### config.mk
export PLATFORM = sky130hd
export DESIGN_NAME = eth_mac_rx
export DESIGN_NICKNAME = d
export VERILOG_FILES = /design/src/verilog/mac_rx_pkg.sv /design/src/verilog/xgmii_rx_decode.sv /design/src/verilog/rx_fcs_check.sv /design/src/verilog/mcf_rx_parse.sv /design/src/verilog/lfc_pause_rx.sv /design/src/verilog/eth_mac_rx.sv
export SDC_FILE = /design/constraint.sdc
export NUM_CORES = 1
export LEC_CHECK = 0
export BUFFER_PORTS_ARGS = -buffer_cell sky130_fd_sc_hd__buf_2
export CAP_MARGIN = 20
export CELL_PAD_IN_SITES_DETAIL_PLACEMENT = 1
export CELL_PAD_IN_SITES_GLOBAL_PLACEMENT = 2
export CORE_MARGIN = 1
export CORE_UTILIZATION = 45
export CTS_BUF_LIST = sky130_fd_sc_hd__clkbuf_4 sky130_fd_sc_hd__clkbuf_8 sky130_fd_sc_hd__clkbuf_16
export DETAILED_ROUTE_END_ITERATION = 8
export PLACE_DENSITY = 0.89
export RECOVER_POWER = 100
export SYNTH_ARGS = -nofsm -noshare
export SYNTH_HDL_FRONTEND = slang
export SYNTH_HIERARCHICAL = 1
export SYNTH_SLANG_ARGS = --single-unit
### constraint.sdc
create_clock -name rx_clk -period 16 [get_ports rx_clk]
set_input_delay 0 -clock rx_clk [delete_from_list [all_inputs] [get_ports rx_clk]]
set_output_delay 0 -clock rx_clk [all_outputs]
set_load 0.02 [all_outputs]
### src/verilog/mac_rx_pkg.sv
// XGMII control characters, Ethernet and MAC control frame constants, datapath types
`default_nettype none

package mac_rx_pkg;

    // Datapath geometry
    localparam int data_w = 32;
    localparam int keep_w = data_w / 8;

    typedef logic [data_w-1:0] data_t;
    typedef logic [keep_w-1:0] keep_t;
    typedef logic [15:0]       quanta_t;

    // ~~~~~~~~~~~~~~~~~~~~~~~~~~~~~~~~~~~~~~~~~~~~~~~~~
    // XGMII control characters
    localparam logic [7:0] xgmii_idle  = 8'h07;
    localparam logic [7:0] xgmii_start = 8'hFB;
    localparam logic [7:0] xgmii_term  = 8'hFD;
    localparam logic [7:0] xgmii_error = 8'hFE;

    // Preamble and start of frame delimiter
    localparam logic [7:0] eth_preamble = 8'h55;
    localparam logic [7:0] eth_sfd      = 8'hD5;

    // CRC register value after a good frame and its FCS, reflected, not inverted
    localparam logic [31:0] crc_residue = 32'hDEBB20E3;

    // ~~~~~~~~~~~~~~~~~~~~~~~~~~~~~~~~~~~~~~~~~~~~~~~~~
    // MAC control frames (802.3 annex 31B)
    localparam logic [47:0] mcf_eth_dst  = 48'h01_80_C2_00_00_01;
    localparam logic [15:0] mcf_eth_type = 16'h8808;
    localparam logic [15:0] lfc_opcode   = 16'h0001;

endpackage

`default_nettype wire

### src/verilog/xgmii_rx_decode.sv
// XGMII receive decoder: start and SFD detection, terminate handling, byte stream out
`timescale 1ns/1ps
`default_nettype none

module xgmii_rx_decode (
    input  wire logic              rx_clk,
    input  wire logic              rx_rst,
    input  wire mac_rx_pkg::data_t xgmii_rxd,
    input  wire mac_rx_pkg::keep_t xgmii_rxc,
    output mac_rx_pkg::data_t      dec_data,
    output mac_rx_pkg::keep_t      dec_keep,
    output logic                   dec_valid,
    output logic                   dec_last,
    output logic                   dec_err,
    output logic                   start_packet
);

    localparam int lane_w = $clog2(mac_rx_pkg::keep_w);

    typedef enum logic [1:0] {
        st_idle,
        st_sfd,
        st_data
    } state_t;

    state_t state;

    // Lane scan of the incoming word
    logic              end_found;
    logic              end_idle;
    logic [lane_w-1:0] end_lane;
    mac_rx_pkg::keep_t word_keep;
    logic              word_err;
    logic              term0;

    // First pipeline stage, one word behind the input
    mac_rx_pkg::data_t s1_data;
    mac_rx_pkg::keep_t s1_keep;
    logic              s1_valid;
    logic              s1_term;
    logic              s1_err;
    logic              err_acc;
    logic              last_now;

    // ~~~~~~~~~~~~~~~~~~~~~~~~~~~~~~~~~~~~~~~~~~~~~~~~~
    // Find the lowest lane that ends the frame
    always_comb begin
        end_found = 1'b0;
        end_idle  = 1'b0;
        end_lane  = '0;
        for (int i = mac_rx_pkg::keep_w - 1; i >= 0; i--) begin
            if (xgmii_rxc[i] && (xgmii_rxd[8*i +: 8] == mac_rx_pkg::xgmii_term ||
                                 xgmii_rxd[8*i +: 8] == mac_rx_pkg::xgmii_idle)) begin
                end_found = 1'b1;
                end_lane  = lane_w'(i);
                // Idle without terminate cuts the frame short
                end_idle  = xgmii_rxd[8*i +: 8] == mac_rx_pkg::xgmii_idle;
            end
        end
        word_keep = '0;
        word_err  = end_idle;
        for (int i = 0; i < mac_rx_pkg::keep_w; i++) begin
            if (!end_found || i < end_lane) begin
                word_keep[i] = 1'b1;
                word_err     = word_err | xgmii_rxc[i];
            end
        end
    end

    // Terminate in lane 0 closes the word already in stage 1
    assign term0    = (state == st_data) && end_found && (end_lane == '0);
    assign last_now = s1_valid && (s1_term || term0);

    always_ff @(posedge rx_clk or posedge rx_rst) begin
        if (rx_rst) begin
            state        <= st_idle;
            start_packet <= 1'b0;
            s1_valid     <= 1'b0;
            s1_term      <= 1'b0;
            err_acc      <= 1'b0;
            dec_valid    <= 1'b0;
            dec_last     <= 1'b0;
            dec_err      <= 1'b0;
        end else begin
            start_packet <= 1'b0;
            s1_valid     <= 1'b0;
            s1_term      <= 1'b0;

            case (state)
                st_idle: begin
                    if (xgmii_rxc == mac_rx_pkg::keep_t'(1) &&
                        xgmii_rxd == {{3{mac_rx_pkg::eth_preamble}},
                                      mac_rx_pkg::xgmii_start}) begin
                        state        <= st_sfd;
                        start_packet <= 1'b1;
                    end
                end
                st_sfd: begin
                    if (xgmii_rxc == '0 &&
                        xgmii_rxd == {mac_rx_pkg::eth_sfd,
                                      {3{mac_rx_pkg::eth_preamble}}}) begin
                        state <= st_data;
                    end else begin
                        state <= st_idle;
                    end
                end
                st_data: begin
                    s1_valid <= |word_keep;
                    s1_term  <= end_found;
                    if (end_found) begin
                        state <= st_idle;
                    end
                end
                default: state <= st_idle;
            endcase

            // Output stage
            dec_valid <= s1_valid;
            dec_last  <= last_now;
            dec_err   <= last_now && (err_acc || s1_err || (term0 && word_err));
            if (s1_valid) begin
                err_acc <= last_now ? 1'b0 : (err_acc | s1_err);
            end
        end
    end

    always_ff @(posedge rx_clk) begin
        s1_data  <= xgmii_rxd;
        s1_keep  <= word_keep;
        s1_err   <= word_err;
        dec_data <= s1_data;
        dec_keep <= s1_keep;
    end

endmodule

`default_nettype wire

### src/verilog/rx_fcs_check.sv
// CRC-32 FCS check on the decoded stream, error tagging of the last beat
`timescale 1ns/1ps
`default_nettype none

module rx_fcs_check (
    input  wire logic              rx_clk,
    input  wire logic              rx_rst,
    input  wire mac_rx_pkg::data_t dec_data,
    input  wire mac_rx_pkg::keep_t dec_keep,
    input  wire logic              dec_valid,
    input  wire logic              dec_last,
    input  wire logic              dec_err,
    output mac_rx_pkg::data_t      m_axis_rx_tdata,
    output mac_rx_pkg::keep_t      m_axis_rx_tkeep,
    output logic                   m_axis_rx_tvalid,
    output logic                   m_axis_rx_tlast,
    output logic                   m_axis_rx_tuser,
    output logic                   error_bad_frame,
    output logic                   error_bad_fcs
);

    // Reflected Ethernet polynomial
    localparam logic [31:0] crc_poly = 32'hEDB88320;

    logic [31:0] crc_state;
    logic [31:0] crc_next;
    logic        fcs_bad;
    logic        frame_end;

    // One byte through the CRC, LSB first
    function automatic logic [31:0] crc_byte(logic [31:0] crc, logic [7:0] b);
        logic [31:0] c;
        c = crc ^ {24'd0, b};
        for (int k = 0; k < 8; k++) begin
            c = c[0] ? ((c >> 1) ^ crc_poly) : (c >> 1);
        end
        return c;
    endfunction

    // ~~~~~~~~~~~~~~~~~~~~~~~~~~~~~~~~~~~~~~~~~~~~~~~~~
    // Keep is contiguous from lane 0, so lanes go in order
    always_comb begin
        crc_next = crc_state;
        for (int i = 0; i < mac_rx_pkg::keep_w; i++) begin
            if (dec_keep[i]) begin
                crc_next = crc_byte(crc_next, dec_data[8*i +: 8]);
            end
        end
    end

    assign fcs_bad   = crc_next != mac_rx_pkg::crc_residue;
    assign frame_end = dec_valid && dec_last;

    always_ff @(posedge rx_clk or posedge rx_rst) begin
        if (rx_rst) begin
            crc_state        <= '1;
            m_axis_rx_tvalid <= 1'b0;
            m_axis_rx_tlast  <= 1'b0;
            m_axis_rx_tuser  <= 1'b0;
            error_bad_frame  <= 1'b0;
            error_bad_fcs    <= 1'b0;
        end else begin
            if (dec_valid) begin
                // Reseed for the next frame
                crc_state <= dec_last ? '1 : crc_next;
            end
            m_axis_rx_tvalid <= dec_valid;
            m_axis_rx_tlast  <= frame_end;
            m_axis_rx_tuser  <= frame_end && (dec_err || fcs_bad);
            // Decode error wins over FCS
            error_bad_frame  <= frame_end && dec_err;
            error_bad_fcs    <= frame_end && !dec_err && fcs_bad;
        end
    end

    always_ff @(posedge rx_clk) begin
        m_axis_rx_tdata <= dec_data;
        m_axis_rx_tkeep <= dec_keep;
    end

endmodule

`default_nettype wire

### src/verilog/mcf_rx_parse.sv
// MAC control frame header capture and PAUSE frame recognition
`timescale 1ns/1ps
`default_nettype none

module mcf_rx_parse (
    input  wire logic              rx_clk,
    input  wire logic              rx_rst,
    input  wire mac_rx_pkg::data_t m_axis_rx_tdata,
    input  wire mac_rx_pkg::keep_t m_axis_rx_tkeep,
    input  wire logic              m_axis_rx_tvalid,
    input  wire logic              m_axis_rx_tlast,
    input  wire logic              m_axis_rx_tuser,
    output logic                   lfc_valid,
    output mac_rx_pkg::quanta_t    lfc_quanta,
    output logic                   stat_rx_mcf
);

    // Beat 4 carries the quanta, beat 5 and beyond carry nothing of interest
    localparam logic [2:0] beat_max = 3'd5;

    logic [2:0]  beat_cnt;
    logic [47:0] dst_r;
    logic [15:0] type_r;
    logic [15:0] opcode_r;
    logic        hdr_seen;
    logic        is_mcf;

    // First byte on the wire sits in lane 0
    function automatic logic [15:0] swap16(logic [15:0] x);
        return {x[7:0], x[15:8]};
    endfunction

    function automatic logic [31:0] swap32(logic [31:0] x);
        return {x[7:0], x[15:8], x[23:16], x[31:24]};
    endfunction

    // Quanta bytes are at offsets 16 and 17, lanes 0 and 1 of beat 4
    assign hdr_seen = (beat_cnt == beat_max) || (beat_cnt == 3'd4 && m_axis_rx_tkeep[1]);
    assign is_mcf   = hdr_seen && !m_axis_rx_tuser &&
                      dst_r == mac_rx_pkg::mcf_eth_dst &&
                      type_r == mac_rx_pkg::mcf_eth_type;

    always_ff @(posedge rx_clk or posedge rx_rst) begin
        if (rx_rst) begin
            beat_cnt    <= '0;
            stat_rx_mcf <= 1'b0;
            lfc_valid   <= 1'b0;
        end else begin
            stat_rx_mcf <= 1'b0;
            lfc_valid   <= 1'b0;
            if (m_axis_rx_tvalid) begin
                if (m_axis_rx_tlast) begin
                    beat_cnt    <= '0;
                    stat_rx_mcf <= is_mcf;
                    lfc_valid   <= is_mcf && opcode_r == mac_rx_pkg::lfc_opcode;
                end else if (beat_cnt != beat_max) begin
                    beat_cnt <= beat_cnt + 3'd1;
                end
            end
        end
    end

    // ~~~~~~~~~~~~~~~~~~~~~~~~~~~~~~~~~~~~~~~~~~~~~~~~~
    // Header fields by beat
    always_ff @(posedge rx_clk) begin
        if (m_axis_rx_tvalid) begin
            case (beat_cnt)
                3'd0: dst_r[47:16] <= swap32(m_axis_rx_tdata);
                3'd1: dst_r[15:0]  <= swap16(m_axis_rx_tdata[15:0]);
                3'd3: begin
                    type_r   <= swap16(m_axis_rx_tdata[15:0]);
                    opcode_r <= swap16(m_axis_rx_tdata[31:16]);
                end
                3'd4: lfc_quanta <= swap16(m_axis_rx_tdata[15:0]);
                default: ;
            endcase
        end
    end

endmodule

`default_nettype wire

### src/verilog/lfc_pause_rx.sv
// Receive PAUSE timer with four-phase rx_lfc_req/ack handshake and statistics
`timescale 1ns/1ps
`default_nettype none

module lfc_pause_rx #(
    parameter int quanta_cycles = 16
) (
    input  wire logic                rx_clk,
    input  wire logic                rx_rst,
    input  wire logic                lfc_valid,
    input  wire mac_rx_pkg::quanta_t lfc_quanta,
    input  wire logic                cfg_rx_lfc_en,
    output logic                     rx_lfc_req,
    input  wire logic                rx_lfc_ack,
    output logic                     stat_rx_lfc_pkt,
    output logic                     stat_rx_lfc_xon,
    output logic                     stat_rx_lfc_xoff,
    output logic                     stat_rx_lfc_paused
);

    localparam int presc_w = $clog2(quanta_cycles + 1);

    mac_rx_pkg::quanta_t quanta_cnt;
    mac_rx_pkg::quanta_t cnt_next;
    logic [presc_w-1:0]  presc;
    logic [presc_w-1:0]  presc_next;

    // ~~~~~~~~~~~~~~~~~~~~~~~~~~~~~~~~~~~~~~~~~~~~~~~~~
    // Quanta counter, a new PAUSE overrides the running one
    always_comb begin
        cnt_next   = quanta_cnt;
        presc_next = presc;
        if (lfc_valid && cfg_rx_lfc_en) begin
            cnt_next   = lfc_quanta;
            presc_next = '0;
        end else if (quanta_cnt != '0) begin
            if (presc == presc_w'(quanta_cycles - 1)) begin
                presc_next = '0;
                cnt_next   = quanta_cnt - 1'b1;
            end else begin
                presc_next = presc + 1'b1;
            end
        end
    end

    always_ff @(posedge rx_clk or posedge rx_rst) begin
        if (rx_rst) begin
            quanta_cnt         <= '0;
            presc              <= '0;
            rx_lfc_req         <= 1'b0;
            stat_rx_lfc_pkt    <= 1'b0;
            stat_rx_lfc_xon    <= 1'b0;
            stat_rx_lfc_xoff   <= 1'b0;
            stat_rx_lfc_paused <= 1'b0;
        end else begin
            quanta_cnt <= cnt_next;
            presc      <= presc_next;

            // New request waits until the user has dropped ack
            if (cnt_next == '0) begin
                rx_lfc_req <= 1'b0;
            end else if (!rx_lfc_ack) begin
                rx_lfc_req <= 1'b1;
            end

            // Statistics count even with pausing disabled
            stat_rx_lfc_pkt    <= lfc_valid;
            stat_rx_lfc_xon    <= lfc_valid && lfc_quanta == '0;
            stat_rx_lfc_xoff   <= lfc_valid && lfc_quanta != '0;
            stat_rx_lfc_paused <= rx_lfc_req && rx_lfc_ack;
        end
    end

endmodule

`default_nettype wire

### src/verilog/eth_mac_rx.sv
// 10G Ethernet MAC receive top level: XGMII decoder, FCS check, control frame parser, pause
`timescale 1ns/1ps
`default_nettype none

module eth_mac_rx (
    input  wire logic              rx_clk,
    input  wire logic              rx_rst,

    // XGMII from the PHY
    input  wire mac_rx_pkg::data_t xgmii_rxd,
    input  wire mac_rx_pkg::keep_t xgmii_rxc,

    // Receive stream, no back-pressure
    output wire mac_rx_pkg::data_t m_axis_rx_tdata,
    output wire mac_rx_pkg::keep_t m_axis_rx_tkeep,
    output wire logic              m_axis_rx_tvalid,
    output wire logic              m_axis_rx_tlast,
    output wire logic              m_axis_rx_tuser,

    // PAUSE handshake
    input  wire logic              cfg_rx_lfc_en,
    output wire logic              rx_lfc_req,
    input  wire logic              rx_lfc_ack,

    // Status
    output wire logic              rx_start_packet,
    output wire logic              rx_error_bad_frame,
    output wire logic              rx_error_bad_fcs,
    output wire logic              stat_rx_mcf,
    output wire logic              stat_rx_lfc_pkt,
    output wire logic              stat_rx_lfc_xon,
    output wire logic              stat_rx_lfc_xoff,
    output wire logic              stat_rx_lfc_paused
);

    // One pause quantum is 512 bit times
    localparam int quanta_cycles = 512 / mac_rx_pkg::data_w;

    mac_rx_pkg::data_t   dec_data;
    mac_rx_pkg::keep_t   dec_keep;
    logic                dec_valid;
    logic                dec_last;
    logic                dec_err;
    logic                lfc_valid;
    mac_rx_pkg::quanta_t lfc_quanta;

    xgmii_rx_decode u_decode (
        .rx_clk       (rx_clk),
        .rx_rst       (rx_rst),
        .xgmii_rxd    (xgmii_rxd),
        .xgmii_rxc    (xgmii_rxc),
        .dec_data     (dec_data),
        .dec_keep     (dec_keep),
        .dec_valid    (dec_valid),
        .dec_last     (dec_last),
        .dec_err      (dec_err),
        .start_packet (rx_start_packet)
    );

    rx_fcs_check u_fcs (
        .rx_clk           (rx_clk),
        .rx_rst           (rx_rst),
        .dec_data         (dec_data),
        .dec_keep         (dec_keep),
        .dec_valid        (dec_valid),
        .dec_last         (dec_last),
        .dec_err          (dec_err),
        .m_axis_rx_tdata  (m_axis_rx_tdata),
        .m_axis_rx_tkeep  (m_axis_rx_tkeep),
        .m_axis_rx_tvalid (m_axis_rx_tvalid),
        .m_axis_rx_tlast  (m_axis_rx_tlast),
        .m_axis_rx_tuser  (m_axis_rx_tuser),
        .error_bad_frame  (rx_error_bad_frame),
        .error_bad_fcs    (rx_error_bad_fcs)
    );

    // Parser taps the output stream, every frame is still forwarded
    mcf_rx_parse u_parse (
        .rx_clk           (rx_clk),
        .rx_rst           (rx_rst),
        .m_axis_rx_tdata  (m_axis_rx_tdata),
        .m_axis_rx_tkeep  (m_axis_rx_tkeep),
        .m_axis_rx_tvalid (m_axis_rx_tvalid),
        .m_axis_rx_tlast  (m_axis_rx_tlast),
        .m_axis_rx_tuser  (m_axis_rx_tuser),
        .lfc_valid        (lfc_valid),
        .lfc_quanta       (lfc_quanta),
        .stat_rx_mcf      (stat_rx_mcf)
    );

    lfc_pause_rx #(
        .quanta_cycles (quanta_cycles)
    ) u_pause (
        .rx_clk             (rx_clk),
        .rx_rst             (rx_rst),
        .lfc_valid          (lfc_valid),
        .lfc_quanta         (lfc_quanta),
        .cfg_rx_lfc_en      (cfg_rx_lfc_en),
        .rx_lfc_req         (rx_lfc_req),
        .rx_lfc_ack         (rx_lfc_ack),
        .stat_rx_lfc_pkt    (stat_rx_lfc_pkt),
        .stat_rx_lfc_xon    (stat_rx_lfc_xon),
        .stat_rx_lfc_xoff   (stat_rx_lfc_xoff),
        .stat_rx_lfc_paused (stat_rx_lfc_paused)
    );

endmodule

`default_nettype wire

* After elaboration in Yosys (flattened, before gate mapping)
Index checks and enable logic that the tools add are counted.
** Cells by class
- $mul :: 0
- Equal/unequal tests :: 26
- Bitwise gates (word level) :: 41
- Mux-type cells :: 80
- Add/subtract/negate cells :: 3
- Shifts and indexed selects :: 0
- Order comparisons :: 3
- Reductions and logical operators :: 57
- Divide/modulo/power cells :: 0
** Operator list (count)
- 2-to-1 mux 32 bit :: 37
- NOT 13 -> 14 bit :: 32
- XOR 32 x 8 -> 32 bit :: 4
- equality test 48 x 41 -> 1 bit, second input constant :: 1
- 2-to-1 mux 16 bit :: 3
- equality test 32 x 31 -> 1 bit, second input constant :: 1
- equality test 32 bit, second input constant :: 1
- equality test 8 x 3 -> 1 bit, second input constant :: 4
- equality test 8 bit, second input constant :: 4
- zero test 16 bit :: 2
- inequality test 32 bit, second input constant :: 1
- nonzero test 16 bit :: 2
- 2-to-1 mux 1 bit :: 27
- logical AND 1 bit :: 25
- equality test 16 x 1 -> 1 bit, second input constant :: 1
- equality test 16 bit, second input constant :: 1
- subtractor 16 x 1 -> 16 bit, second input constant :: 1
- 2-to-1 mux 5 bit :: 3
- 2-to-1 mux 2 bit :: 7
- logical OR 1 bit :: 12
- AND reduction 2 bit :: 6
- equality test 3 bit, second input constant :: 2
- 2-to-1 mux 3 bit :: 2
- inequality test 2 x 1 -> 1 bit, second input constant :: 3
- 19 further kinds :: 28
** Storage, ports and cells
- Bits in read-only memories :: 0
- Bits in registers :: 282
- Bits in writable memories :: 0
- Output and inout bits :: 48
- Bits of input ports :: 40
- Latch bits :: 0
- Memories :: 0
- Logic and storage cells :: 246

* Longest topological paths before layout
Gate-level depths: netlist (run 1).
- Depth in word-level cells :: 75
- Gate-level depth with buffers :: 19
- Depth with buffers taken out :: 17

* By module
Netlist (run 1), hierarchy kept.
** By module, submodules not included
- rx_fcs_check :: instances 1, cells each 726, sequential area each 1686.6 µm², area an instance 7657.3 µm²
- mcf_rx_parse :: instances 1, cells each 155, sequential area each 3007.9 µm², area an instance 3407.0 µm²
- xgmii_rx_decode :: instances 1, cells each 150, sequential area each 1686.6 µm², area an instance 2149.6 µm²
- lfc_pause_rx :: instances 1, cells each 166, sequential area each 650.6 µm², area an instance 1557.7 µm²

* Worst setup path after synthesis (run 1)
Ideal clock, no wire load.
- Kind :: reg2reg
- Start :: register u_fcs.crc_state[2]
- End :: register u_fcs.error_bad_fcs
- Buffers on the path :: 1
- Slack :: 10.065 ns
- Data arrival time :: 5.806 ns
- Stages on the path, launching flop included :: 19
- Cell sequence :: dfstp_2 buf_2 xnor2_2 xnor3_1 mux2_2 xnor3_1 mux2i_1 xnor2_2 xor2_2 xnor3_1 mux2_2 xor2_1 xnor3_1 xnor3_1 xor3_1 o221ai_1 a2111oi_0 and4bb_1 a211oi_2
** On the way
- Longest elaborated chain between the ends :: 55
** RTL lines
- start, declared :: RTL line rx_fcs_check.sv:25 : logic [31:0] crc_state;
- start signal, assigned :: RTL line rx_fcs_check.sv:65 : crc_state <= dec_last ? '1 : crc_next;
- XOR 32 x 8 -> 32 bit :: RTL line rx_fcs_check.sv:33 : c = crc ^ {24'd0, b};
- 2-to-1 mux 32 bit (3 in a row) :: RTL line rx_fcs_check.sv:35 : c = c[0] ? ((c >> 1) ^ crc_poly) : (c >> 1);
- NOT 13 -> 14 bit (no line)
- 2-to-1 mux 32 bit :: RTL line rx_fcs_check.sv:35
- NOT 13 -> 14 bit (no line)
- 2-to-1 mux 32 bit (2 in a row) :: RTL line rx_fcs_check.sv:35
- NOT 13 -> 14 bit (no line)
- 2-to-1 mux 32 bit :: RTL line rx_fcs_check.sv:35
- [... 31 more ...]
- 2-to-1 mux 32 bit :: RTL line rx_fcs_check.sv:35
- NOT 13 -> 14 bit (no line)
- 2-to-1 mux 32 bit (3 in a row) :: RTL line rx_fcs_check.sv:35
- NOT 13 -> 14 bit (no line)
- 2-to-1 mux 32 bit (4 in a row) :: RTL line rx_fcs_check.sv:35
- 2-to-1 mux 32 bit (*) :: RTL line rx_fcs_check.sv:45 : if (dec_keep[i]) begin
- inequality test 32 bit (*) :: RTL line rx_fcs_check.sv:51 : assign fcs_bad = crc_next != mac_rx_pkg::crc_residue;
- logical AND 1 bit (*) :: RTL line rx_fcs_check.sv:72 : error_bad_fcs <= frame_end && !dec_err && fcs_bad;
- end signal, assigned :: RTL line rx_fcs_check.sv:72
- end, declared :: RTL line rx_fcs_check.sv:19 : output logic error_bad_fcs
Every way passes the cells marked *; elsewhere a longest branch is shown, timed or not.
A chain may end at the register's enable or synchronous reset.

* Worst setup path after layout (run 1)
- Start :: register u_decode.dec_keep[0]
- End :: register u_fcs.error_bad_fcs
** On the way
- Longest elaborated chain between the ends :: 45
** RTL lines
- start, declared :: RTL line xgmii_rx_decode.sv:11 : output mac_rx_pkg::keep_t dec_keep,
- start signal, assigned :: RTL line xgmii_rx_decode.sv:132 : dec_keep <= s1_keep;
- 2-to-1 mux 32 bit (*) :: RTL line rx_fcs_check.sv:45
- XOR 32 x 8 -> 32 bit :: RTL line rx_fcs_check.sv:33
- NOT 13 -> 14 bit (no line) / 2-to-1 mux 32 bit (equally long branches)
- 2-to-1 mux 32 bit / NOT 13 -> 14 bit (equally long branches)
- NOT 13 -> 14 bit (no line) / 2-to-1 mux 32 bit (equally long branches)
- 2-to-1 mux 32 bit / NOT 13 -> 14 bit (equally long branches)
- 2-to-1 mux 32 bit :: RTL line rx_fcs_check.sv:35
- NOT 13 -> 14 bit (no line) / 2-to-1 mux 32 bit (equally long branches)
- [... 29 more ...]
- NOT 13 -> 14 bit (no line) / 2-to-1 mux 32 bit (equally long branches)
- 2-to-1 mux 32 bit / NOT 13 -> 14 bit (equally long branches)
- NOT 13 -> 14 bit (no line) / 2-to-1 mux 32 bit (equally long branches)
- 2-to-1 mux 32 bit / NOT 13 -> 14 bit (equally long branches)
- 2-to-1 mux 32 bit :: RTL line rx_fcs_check.sv:35
- 2-to-1 mux 32 bit (*) :: RTL line rx_fcs_check.sv:45
- inequality test 32 bit (*) :: RTL line rx_fcs_check.sv:51
- logical AND 1 bit (*) :: RTL line rx_fcs_check.sv:72
Marks and branches as above.

==> results of run 1 <==
per-layer routing:
metal / routed length [um] / share of wire, %
met1: 19000 / 41
met3: 2640 / 5.6
met4: 2290 / 4.9
met2: 22900 / 49
met5: 0 / 0
cell families after synthesis:
kind of cell,count (synthesis)
flip-flops,282
XOR/XNOR,280
buffers and inverters,66
AND/OR/NAND/NOR,310
multiplexers,76
adder cells (fa/ha/maj),7
AO/OA/AOI/OAI,176
worst max path at each step:
stage	startpoint	endpoint	slack, ns	cells past startpoint
floorplan	u_fcs/crc_state[2]$_DFFE_PP1P_	u_fcs/error_bad_fcs$_DFF_PP0_	10.06	18
global placement	u_fcs/crc_state[2]$_DFFE_PP1P_	u_fcs/error_bad_fcs$_DFF_PP0_	9.12	17
detailed placement	u_fcs/crc_state[2]$_DFFE_PP1P_	u_fcs/error_bad_fcs$_DFF_PP0_	9.06	17
CTS	u_fcs/crc_state[2]$_DFFE_PP1P_	u_fcs/error_bad_fcs$_DFF_PP0_	9.03	17
global route	u_decode/dec_keep[0]$_DFF_P_	u_fcs/error_bad_fcs$_DFF_PP0_	6.63	17
finish	u_decode/dec_keep[0]$_DFF_P_	u_fcs/error_bad_fcs$_DFF_PP0_	7.21	17
stage by stage:
stage,std cells,util [%],cell area (um^2),hold slack (ns),setup WS (ns)
final,1781,52.1,16700,0.159,7.21
after global routing,1781,52.1,16700,0.175,6.63
after CTS,1780,53.0,16900,0.0866,9.03
after detailed placement,1687,48.9,15600,0.000121,9.06
after global placement,1687,48.9,15600,-0.0107,9.12
after floorplan,1197,-,14800,-0.221,10.06
registers in the layout, summed over array words and instances (netlist names), 32 cells and up:
| name | cells |
|---|---|
| u_fcs/m_axis_rx_tdata | 32 |
| u_decode/s1_data | 32 |
| u_parse/dst_r | 48 |
| u_fcs/crc_state | 32 |
| u_decode/dec_data | 32 |
final cells by class:
cell class                 instances  area [um^2]
fill                            3355        15300
multi-input combinational        849         7310
sequential                       282         7040
clock buffer                      38          812
timing repair buffer             137          772
tap                              435          544
inverter                          25         93.8
clock inverter                    15         88.8
placed cells by master, fill, tap and decap left out, types with 8 or more instances in the layout:
master	netlist	layout
xnor3_1	41	41
dfstp_2	32	32
nand2_1	56	56
a31oi_1	7	9
dfxtp_1	109	106
nand4_1	11	11
clkbuf_16	0	29
xnor2_2	13	12
xor3_1	20	21
xnor2_1	139	140
mux2_2	11	8
inv_1	24	24
nand3_1	9	9
nor2_1	91	91
dlygate4sd3_1	0	40
nor4b_1	12	14
or3_1	8	8
edfxtp_1	96	96
mux2i_1	61	61
or2_2	9	8
o22a_1	15	15
clkinv_2	0	11
xor2_1	53	57
nor3_1	11	11
dfrtp_1	45	45
a21oi_1	65	65
o21ai_0	30	31
nor4_1	25	28
or4_1	7	9
clkbuf_1	25	91
o21a_1	7	8
critical path, stage by stage (launching register included):
cell       delay, ns
dfxtp_1         0.30
clkbuf_1        1.80
mux2i_1         0.71
xnor2_1         0.36
xnor2_1         0.94
xnor2_1         0.25
xnor3_1         0.29
mux2i_1         0.47
xnor3_1         0.30
mux2_1          0.35
xor2_1          0.58
xnor3_1         0.58
xnor3_1         0.37
xor3_1          0.47
o221ai_1        0.18
a2111oi_0       0.10
and4bb_1        0.38
a211oi_1        0.23
==> impl_results.md, run 1 <==
- Hold endpoint: u_decode/s1_data[19]$_DFF_P_
- Syn-to-layout area delta: 12.8%
- Worst skew pair latency: 0.54 ns
- Max cap viols: 6
- CP arrival: 9.21 ns
- DR vias: approximately 10000
- Clock Root Buffer: clkbuf_16
- CTS Hold Bufs: 40
- # diodes: 0
- Avg WL per Cell: 26.3 um
- Postcts setup bufs: 0
- Hold depth: 2
- All-Layer GR Usage: between 20 and 30%
- Largest family of logic cells by synthesized area: XOR/XNOR gates
- Final setup viols: 0
- Clock-pin slew of the registers on the worst-case setup and hold paths: around 0.070 ns
- TritonCTS clock tree: built
- Clock tree buffer depth: 3
- Die X: ~180 um
- Grt total ovfl: 0
- # H-tree levels: 1
- Cts bufs inserted: 29
- Final period util: 54.9%
- Max_slew headroom: -83.9%
- Compound-Gate Fraction of Synth Area: 7.89%
- Crit path max fanout: between 40 and 50
- Worst-margin pin slew: 2.76 ns
- Largest net degree at the start of global routing: 60
- CP Capture Type: flop
- Vias in the first global route: 10800
- Synth Cell Area: 14800 um^2
- R2r setup slk: 7.21 ns
- Syn_area_per_cell: 12.3 um^2
- Initial Util: 46.2%
- Setup_tns: 0 ns
- Initial antenna violation count: 0
- Tightest Hold Check Type: input pin to flop
- Register bit total from synthesis: between 200 and 300
- RR Endpoint: u_fcs/error_bad_fcs$_DFF_PP0_
- Core area: 32000 um^2
- Seq/Total Area, Yosys: 47.6%
- Placed wire-length estimate: around 34000 um
- Top Ports: 88
- GR Util met2: 48.4%
- Tmin final: 8.79 ns
- Cells after Synth: between 1000 and 1500
- Die area: between 30000 and 40000 um^2
- CP Data Required Time: ~16 ns
- Main flop type after synthesis: dfxtp_1
- Drt pass-1 iters: 5
- Iter 0 DRT Violations: 741
- R2r startpoint: u_decode/dec_keep[0]$_DFF_P_
- Port Buffer Count: 87
- Clk sinks: 282
- Pins Over Slew Limit: 280
- Fin. Hold Viols: 0
- Synth Net Count: approximately 1200
- GR peak layer: met2
- Chip height: 183 um
- Synth warnings: 6
- Area contributors post-synth: edfxtp_1, dfxtp_1, xnor2_1
- Yosys cell types: 97
- Drt total wl: roughly 47000 um
- EDFF count, synth: 96
- Most frequent cell after synthesis: xnor2_1
- Min-Delay Startpoint: xgmii_rxd[19]
- Clock skew: 0.0133 ns
- ANT nets after route: 0
- Residual DRC: 0
- CTS resizes: 0
- Xor/xnor share of the synthesized area: 24.5%
- Proportion of synthesized area in mux cells: 5.40%
- Post-synth ARST share: 27.3%
- Synth top cells by count: xnor2_1, dfxtp_1, edfxtp_1
- Crit start category: flop
- Status: finished, violations left
- Share of cells above drive strength 1: 11.2%
- Rows: 65
- First-pass GRT wire length: 70400 um
- Setup CP Type: flop to flop
- Synth top area share: 19.5%
- GR Util met3: 4.65%
- Unrepaired setup endpoints after global routing: false
- Final net count: 1371
- Adder-cell area share of the yosys netlist: less than 1%
- Fmax: 114 MHz
- Failing checks: capacitance limit, slew limit
- Grt met1 use: 35.8%
- Via/cell ratio: 5.70
- Simple-gate share of the synthesized area: 12.1%
- R2R depth: 17
- GP Congestion: 0.918
- Leading area contributor after synthesis: edfxtp_1
Power of run 1 is left out: the tool's default activity adds up to more than one toggle a clock period on the data nets, which glitch-free logic cannot reach.
==> run 2: changes to the inputs <==
--- a/config.mk
+++ b/config.mk
@@ -10,10 +10,10 @@
 export CELL_PAD_IN_SITES_DETAIL_PLACEMENT = 1
 export CELL_PAD_IN_SITES_GLOBAL_PLACEMENT = 2
 export CORE_MARGIN = 1
-export CORE_UTILIZATION = 45
+export CORE_UTILIZATION = 39
 export CTS_BUF_LIST = sky130_fd_sc_hd__clkbuf_4 sky130_fd_sc_hd__clkbuf_8 sky130_fd_sc_hd__clkbuf_16
 export DETAILED_ROUTE_END_ITERATION = 8
-export PLACE_DENSITY = 0.89
+export PLACE_DENSITY = 0.82
 export RECOVER_POWER = 100
 export SYNTH_ARGS = -nofsm -noshare
 export SYNTH_HDL_FRONTEND = slang
==> constraint.sdc (replaced) <==
create_clock -name rx_clk -period 7.7 [get_ports rx_clk]
set_input_delay 0 -clock rx_clk [delete_from_list [all_inputs] [get_ports rx_clk]]
set_output_delay 0 -clock rx_clk [all_outputs]
set_load 0.02 [all_outputs]
==> impl_results.md, run 2 (synthesis results as in run 1) <==
- Pins Over Slew Limit: 261
- Via/cell ratio: 5.42
- All-Layer GR Usage: 23.8%
- Clock skew: 0.0162 ns
- CTS Hold Bufs: 40
- Cts bufs inserted: 30
- Die X: 197 um
- Unrepaired setup endpoints after global routing: false
- Postcts setup bufs: 0
- Setup_tns: 0 ns
- Tmin final: between 7 and 8 ns
- Share of cells above drive strength 1: about an eighth
- Util after Layout: 46.0%
- Residual DRC: 0
- CP Data Required Time: 8.17 ns
- Syn-to-layout area delta: 15.2%
- Avg WL per Cell: ~24 um
- # diodes: 0
- Min-Delay Startpoint: xgmii_rxc[2]
- CP Capture Type: flop
- Max reg flops: 48
- Iter 0 DRT Violations: 596
- Commonest non-fill, non-tap cells in the layout: xnor2_1, dfxtp_1, edfxtp_1
- Max cap viols: 6
- Status: finished, violations left
- Clock tree buffer depth: 3
- Final net count: 1374
- Final period util: 93.0%
- Placed wire-length estimate: approximately 34000 um
- Failing checks: capacitance limit, slew limit
- Crit path cell chain: xnor2_2 -> xor2_1 -> xnor3_1 -> mux2i_1 -> xor2_2 -> xnor3_1 -> mux2_2 -> xor2_4 -> xnor3_1 -> mux2i_1 -> xor2_2 -> xor2_1 -> xnor3_1 -> mux2i_1 -> a2111oi_0 -> and4bb_1 -> a211oi_1
- Setup CP Type: flop to flop
- Core area: 37000 um^2
- Largest net degree at the start of global routing: 60
- Fmax: between 100 and 150 MHz
- Finished Layout Cells: ~1900
- Grt total ovfl: 0
- CP max stage delay: approximately 0.67 ns
- R2r startpoint: u_fcs/crc_state[2]$_DFFE_PP1P_
- Crit start category: flop
- Worst skew pair latency: 0.58 ns
- Final setup viols: 0
- Hold depth: 5
- Max_slew headroom: -88.3%
- Clock-pin slew of the registers on the worst-case setup and hold paths: 0.07 ns
- Most used cell, CP: xnor3_1
- Top Ports: 88
- RR Endpoint: u_fcs/error_bad_fcs$_DFF_PP0_
- Worst-margin pin slew: 2.82 ns
- Biggest register: u_parse/dst_r
- ANT nets after route: 0
- Hold endpoint: u_decode/s1_keep[2]$_DFF_P_
- Drt total wl: 45400 um
- First-pass GRT wire length: slightly below 70000 um
- Placed insts: 1758
- Commonest non-fill, non-tap cell in the layout: xnor2_1
- Tightest Hold Check Type: input pin to flop
- CP arrival: 7.63 ns
- Die area: 38700 um^2
- TritonCTS clock tree: built
- GP Congestion: 0.883
- CTS resizes: 0
- Chip height: a little under 200 um
- # H-tree levels: 1
- DR vias: 10000
- FILL cells: just under 4000
- Clk sinks: 282
- Rows: 70
- R2r setup slk: 0.54 ns
- Port Buffer Count: just under 90
- Drt pass-1 iters: 5
- Crit path max fanout: 9
- Initial Util: approximately 40%
- Initial antenna violation count: 0
- Clock Root Buffer: clkbuf_16
- Worst path slowest cell: mux2i_1
- Vias in the first global route: 10600
- Fin. Hold Viols: 0
- R2R depth: 17
## run 2: cell count changes in the layout (fill, tap and decap cells not counted), moves of 4 or more
cell | previous run | this run
buf_4 | 0 | 5
clkbuf_4 | 6 | 0
clkinv_2 | 11 | 5
inv_6 | 1 | 6
xor2_1 | 57 | 53
## run 2: layer usage
metal	routed length, um	track usage [%]	up-vias
met4	994	5.60	0
li1	-	-	4557
met1	20000	31.8	5176
met3	1780	2.34	60
met2	22600	41.5	255
met5	0	0	-
## run 2: per-stage QoR
step / worst slack [ns] / hold slack, ns / instance area (um^2)
6_report: 0.539 / 0.0539 / 17000
5_1_grt: 0.294 / 0.0986 / 17000
4_1_cts: 0.835 / 0.0233 / 17200
3_5_place_dp: 0.902 / 0.0438 / 15700
3_3_place_gp: 1.03 / 0.0553 / 15700
2_1_floorplan: 1.76 / -0.221 / 14800
## run 2: cell type report
cell class                 count  area, um^2  share of cell area [%]
clock inverter                21         236                    1.39
clock buffer                  35         842                    4.95
inverter                      25        93.8                   0.552
multi-input combinational    849        7380                    43.4
timing repair buffer         139         798                    4.69
tap                          504         631                    3.71
sequential                   282        7030                    41.3
## run 2: critical path, delay by kind of cell, from the launching register on
kind / cells / cell delay, ns
DFF: 1 / 0.42
muxes: 4 / 1.74
xor gates and xnor gates: 10 / 4.12
and+or+nand+nor: 1 / 0.41
AOI/OAI and AO/OA: 2 / 0.36
## run 2: worst max path at each step
stage	from	endpoint	depth (start not counted)
2_1_floorplan	u_fcs/crc_state[2]$_DFFE_PP1P_	u_fcs/error_bad_fcs$_DFF_PP0_	18
3_3_place_gp	u_fcs/crc_state[4]$_DFFE_PP1P_	u_fcs/m_axis_rx_tuser$_DFF_PP0_	18
3_5_place_dp	u_fcs/crc_state[2]$_DFFE_PP1P_	u_fcs/error_bad_fcs$_DFF_PP0_	18
4_1_cts	u_fcs/crc_state[2]$_DFFE_PP1P_	u_fcs/m_axis_rx_tuser$_DFF_PP0_	18
5_1_grt	u_fcs/crc_state[2]$_DFFE_PP1P_	u_fcs/error_bad_fcs$_DFF_PP0_	17
6_report	u_fcs/crc_state[2]$_DFFE_PP1P_	u_fcs/error_bad_fcs$_DFF_PP0_	17
Power of run 2 is left out for the same reason.
==> run 3: changes to the inputs <==
--- a/config.mk
+++ b/config.mk
@@ -9,6 +9,7 @@
 export CAP_MARGIN = 20
 export CELL_PAD_IN_SITES_DETAIL_PLACEMENT = 1
 export CELL_PAD_IN_SITES_GLOBAL_PLACEMENT = 2
+export CORE_ASPECT_RATIO = 1.75
 export CORE_MARGIN = 1
 export CORE_UTILIZATION = 39
 export CTS_BUF_LIST = sky130_fd_sc_hd__clkbuf_4 sky130_fd_sc_hd__clkbuf_8 sky130_fd_sc_hd__clkbuf_16
==> impl_results.md, run 3 (synthesis results as in run 1) <==
- CP arrival: 7.52 ns
- Chip height: between 200 and 300 um
- Clk sinks: 282
- Core area: 37400 um^2
- Initial antenna violation count: 1
- Port Buffer Count: 87
- Clock Root Buffer: clkbuf_16
- Status: finished, violations left
- Share of cells above drive strength 1: about an eighth
- ANT nets after route: 0
- Worst-margin pin slew: 2.84 ns
- Final period util: 91.5%
- Drt total wl: 50200 um
- Die X: 149 um
- Clock skew: 0.0312 ns
- # H-tree levels: 1
- Commonest non-fill, non-tap cell in the layout: xnor2_1
- Clock tree buffer depth: 3
- Post-route design area: 16900 um^2
- Max cap viols: 6
- Syn-to-layout area delta: 14.6%
- TritonCTS clock tree: built
- Worst skew pair latency: 0.58 ns
- Placed insts: 1740
- CP max stage delay: 0.60 ns
- Postcts setup bufs: 0
- Placed wire-length estimate: just under 40000 um
- Tightest Hold Check Type: input pin to flop
- Failing checks: capacitance limit, slew limit
- Most used cell, CP: xnor3_1
- Crit path cell chain: xnor2_2 -> xnor3_1 -> mux2_2 -> xnor2_2 -> xnor2_1 -> xnor3_1 -> mux2_2 -> xor2_4 -> xnor3_1 -> mux2i_1 -> xor2_2 -> xor2_1 -> xnor3_1 -> mux2i_1 -> a2111oi_0 -> and4bb_1 -> a211oi_2
- Final net count: ~1400
- Tmin final: between 7 and 8 ns
- GP Congestion: 0.942
- Fmax: 142 MHz
- Pins Over Slew Limit: 245
- Clock-pin slew of the registers on the worst-case setup and hold paths: 0.07 ns
- Worst setup margin: around 0.66 ns
- First-pass GRT wire length: 72500 um
- Residual DRC: 0
- Via/cell ratio: 5.48
- FILL cells: 4028
- Final setup viols: 0
- Drt pass-1 iters: 5
- CP Capture Type: flop
- Grt met1 use: 25.9%
- CP top delay family: XOR/XNOR gates
- Setup CP Type: flop to flop
- Max reg flops: 48
- Finished Layout Cells: between 1500 and 2000
- Fin. Hold Viols: 0
- Biggest register: u_parse/dst_r
- Vias in the first global route: around 11000
- Worst path slowest cell: xnor2_2
- DR vias: 10000
- Crit start category: flop
- Unrepaired setup endpoints after global routing: false
- GR peak layer: met2
- Die area: 38700 um^2
- Iter 0 DRT Violations: 494
- Rows: 94
- Top Ports: roughly 90
- CP Data Required Time: between 8 and 9 ns
- Largest net degree at the start of global routing: 60
- Cts bufs inserted: 26
- All-Layer GR Usage: 26.4%
- CP Buf/Inv Count: 0
- Crit path max fanout: 9
- Initial Util: 39.5%
- GR Util met2: 50.9%
- Setup_tns: 0 ns
- Max_slew headroom: -89.5%
- GR Util met3: under 10%
- Placed instance area: 15800 um^2
- Avg WL per Cell: around 27 um
- Place WS: 0.922 ns
- Grt total ovfl: 0
- Commonest non-fill, non-tap cells in the layout: xnor2_1, dfxtp_1, edfxtp_1
[run 3: cell count changes in the layout (fill, tap and decap cells not counted), sizes merged, moves of 2 or more]
| cell | delta |
|---|---|
| buf | +6 |
| clkinv | -3 |
| inv | -3 |
| bufinv | -2 |
| clkbuf | +2 |
| clkinvlp | -2 |
[run 3: final cells by class]
class,instances,area (um^2),share of cell area [%]
clock buffer,37,851,5.03
clock inverter,11,125,0.739
tap,480,601,3.55
antenna,1,2.50,0.0148
inverter,25,93.8,0.554
multi-input combinational,849,7370,43.5
sequential,282,7030,41.6
timing repair buffer,146,853,5.04
[run 3: through the flow]
step	hold slack (ns)	util (%)
global route	0.130	45.3
floorplan	-0.221	-
finish	0.118	45.3
CTS	0.0272	45.8
global placement	0.0346	42.1
detailed placement	0.0338	42.1
[run 3: worst paths after layout]
kind,from,end,slack (ns),cells past startpoint
setup / recovery,u_decode/dec_data[6]$_DFF_P_,u_fcs/error_bad_fcs$_DFF_PP0_,0.66,17
min in group asynchronous,rx_rst,u_decode/dec_valid$_DFF_PP0_,0.15,3
hold reg to reg,u_decode/s1_data[16]$_DFF_P_,u_decode/dec_data[16]$_DFF_P_,0.33,0
setup reg to reg,u_decode/dec_data[6]$_DFF_P_,u_fcs/error_bad_fcs$_DFF_PP0_,0.66,17
hold / removal,xgmii_rxd[26],u_decode/s1_data[26]$_DFF_P_,0.12,2
max in group asynchronous,rx_rst,u_fcs/m_axis_rx_tlast$_DFF_PP0_,5.39,4
[run 3: layer usage]
metal	wire, um	vias up
met5	0	-
met4	3930	0
met3	1510	127
met2	27700	241
met1	17000	5110
li1	-	4563
[run 3: worst reg2reg max path: stages (launching register included)]
cell,delay [ns]
dfxtp_1,0.45
xnor2_2,0.60
xnor3_1,0.54
mux2_2,0.35
xnor2_2,0.47
xnor2_1,0.26
xnor3_1,0.37
mux2_2,0.36
xor2_4,0.45
xnor3_1,0.40
mux2i_1,0.41
xor2_2,0.51
xor2_1,0.41
xnor3_1,0.39
mux2i_1,0.29
a2111oi_0,0.13
and4bb_1,0.40
a211oi_2,0.17
[run 3: repair_timing]
item / in CTS / in global routing
hold buffers: 41 / 0
endpoints found under the hold margin: 92 / 0
gates resized for setup: 0 / 0
Power of run 3 is left out for the same reason.
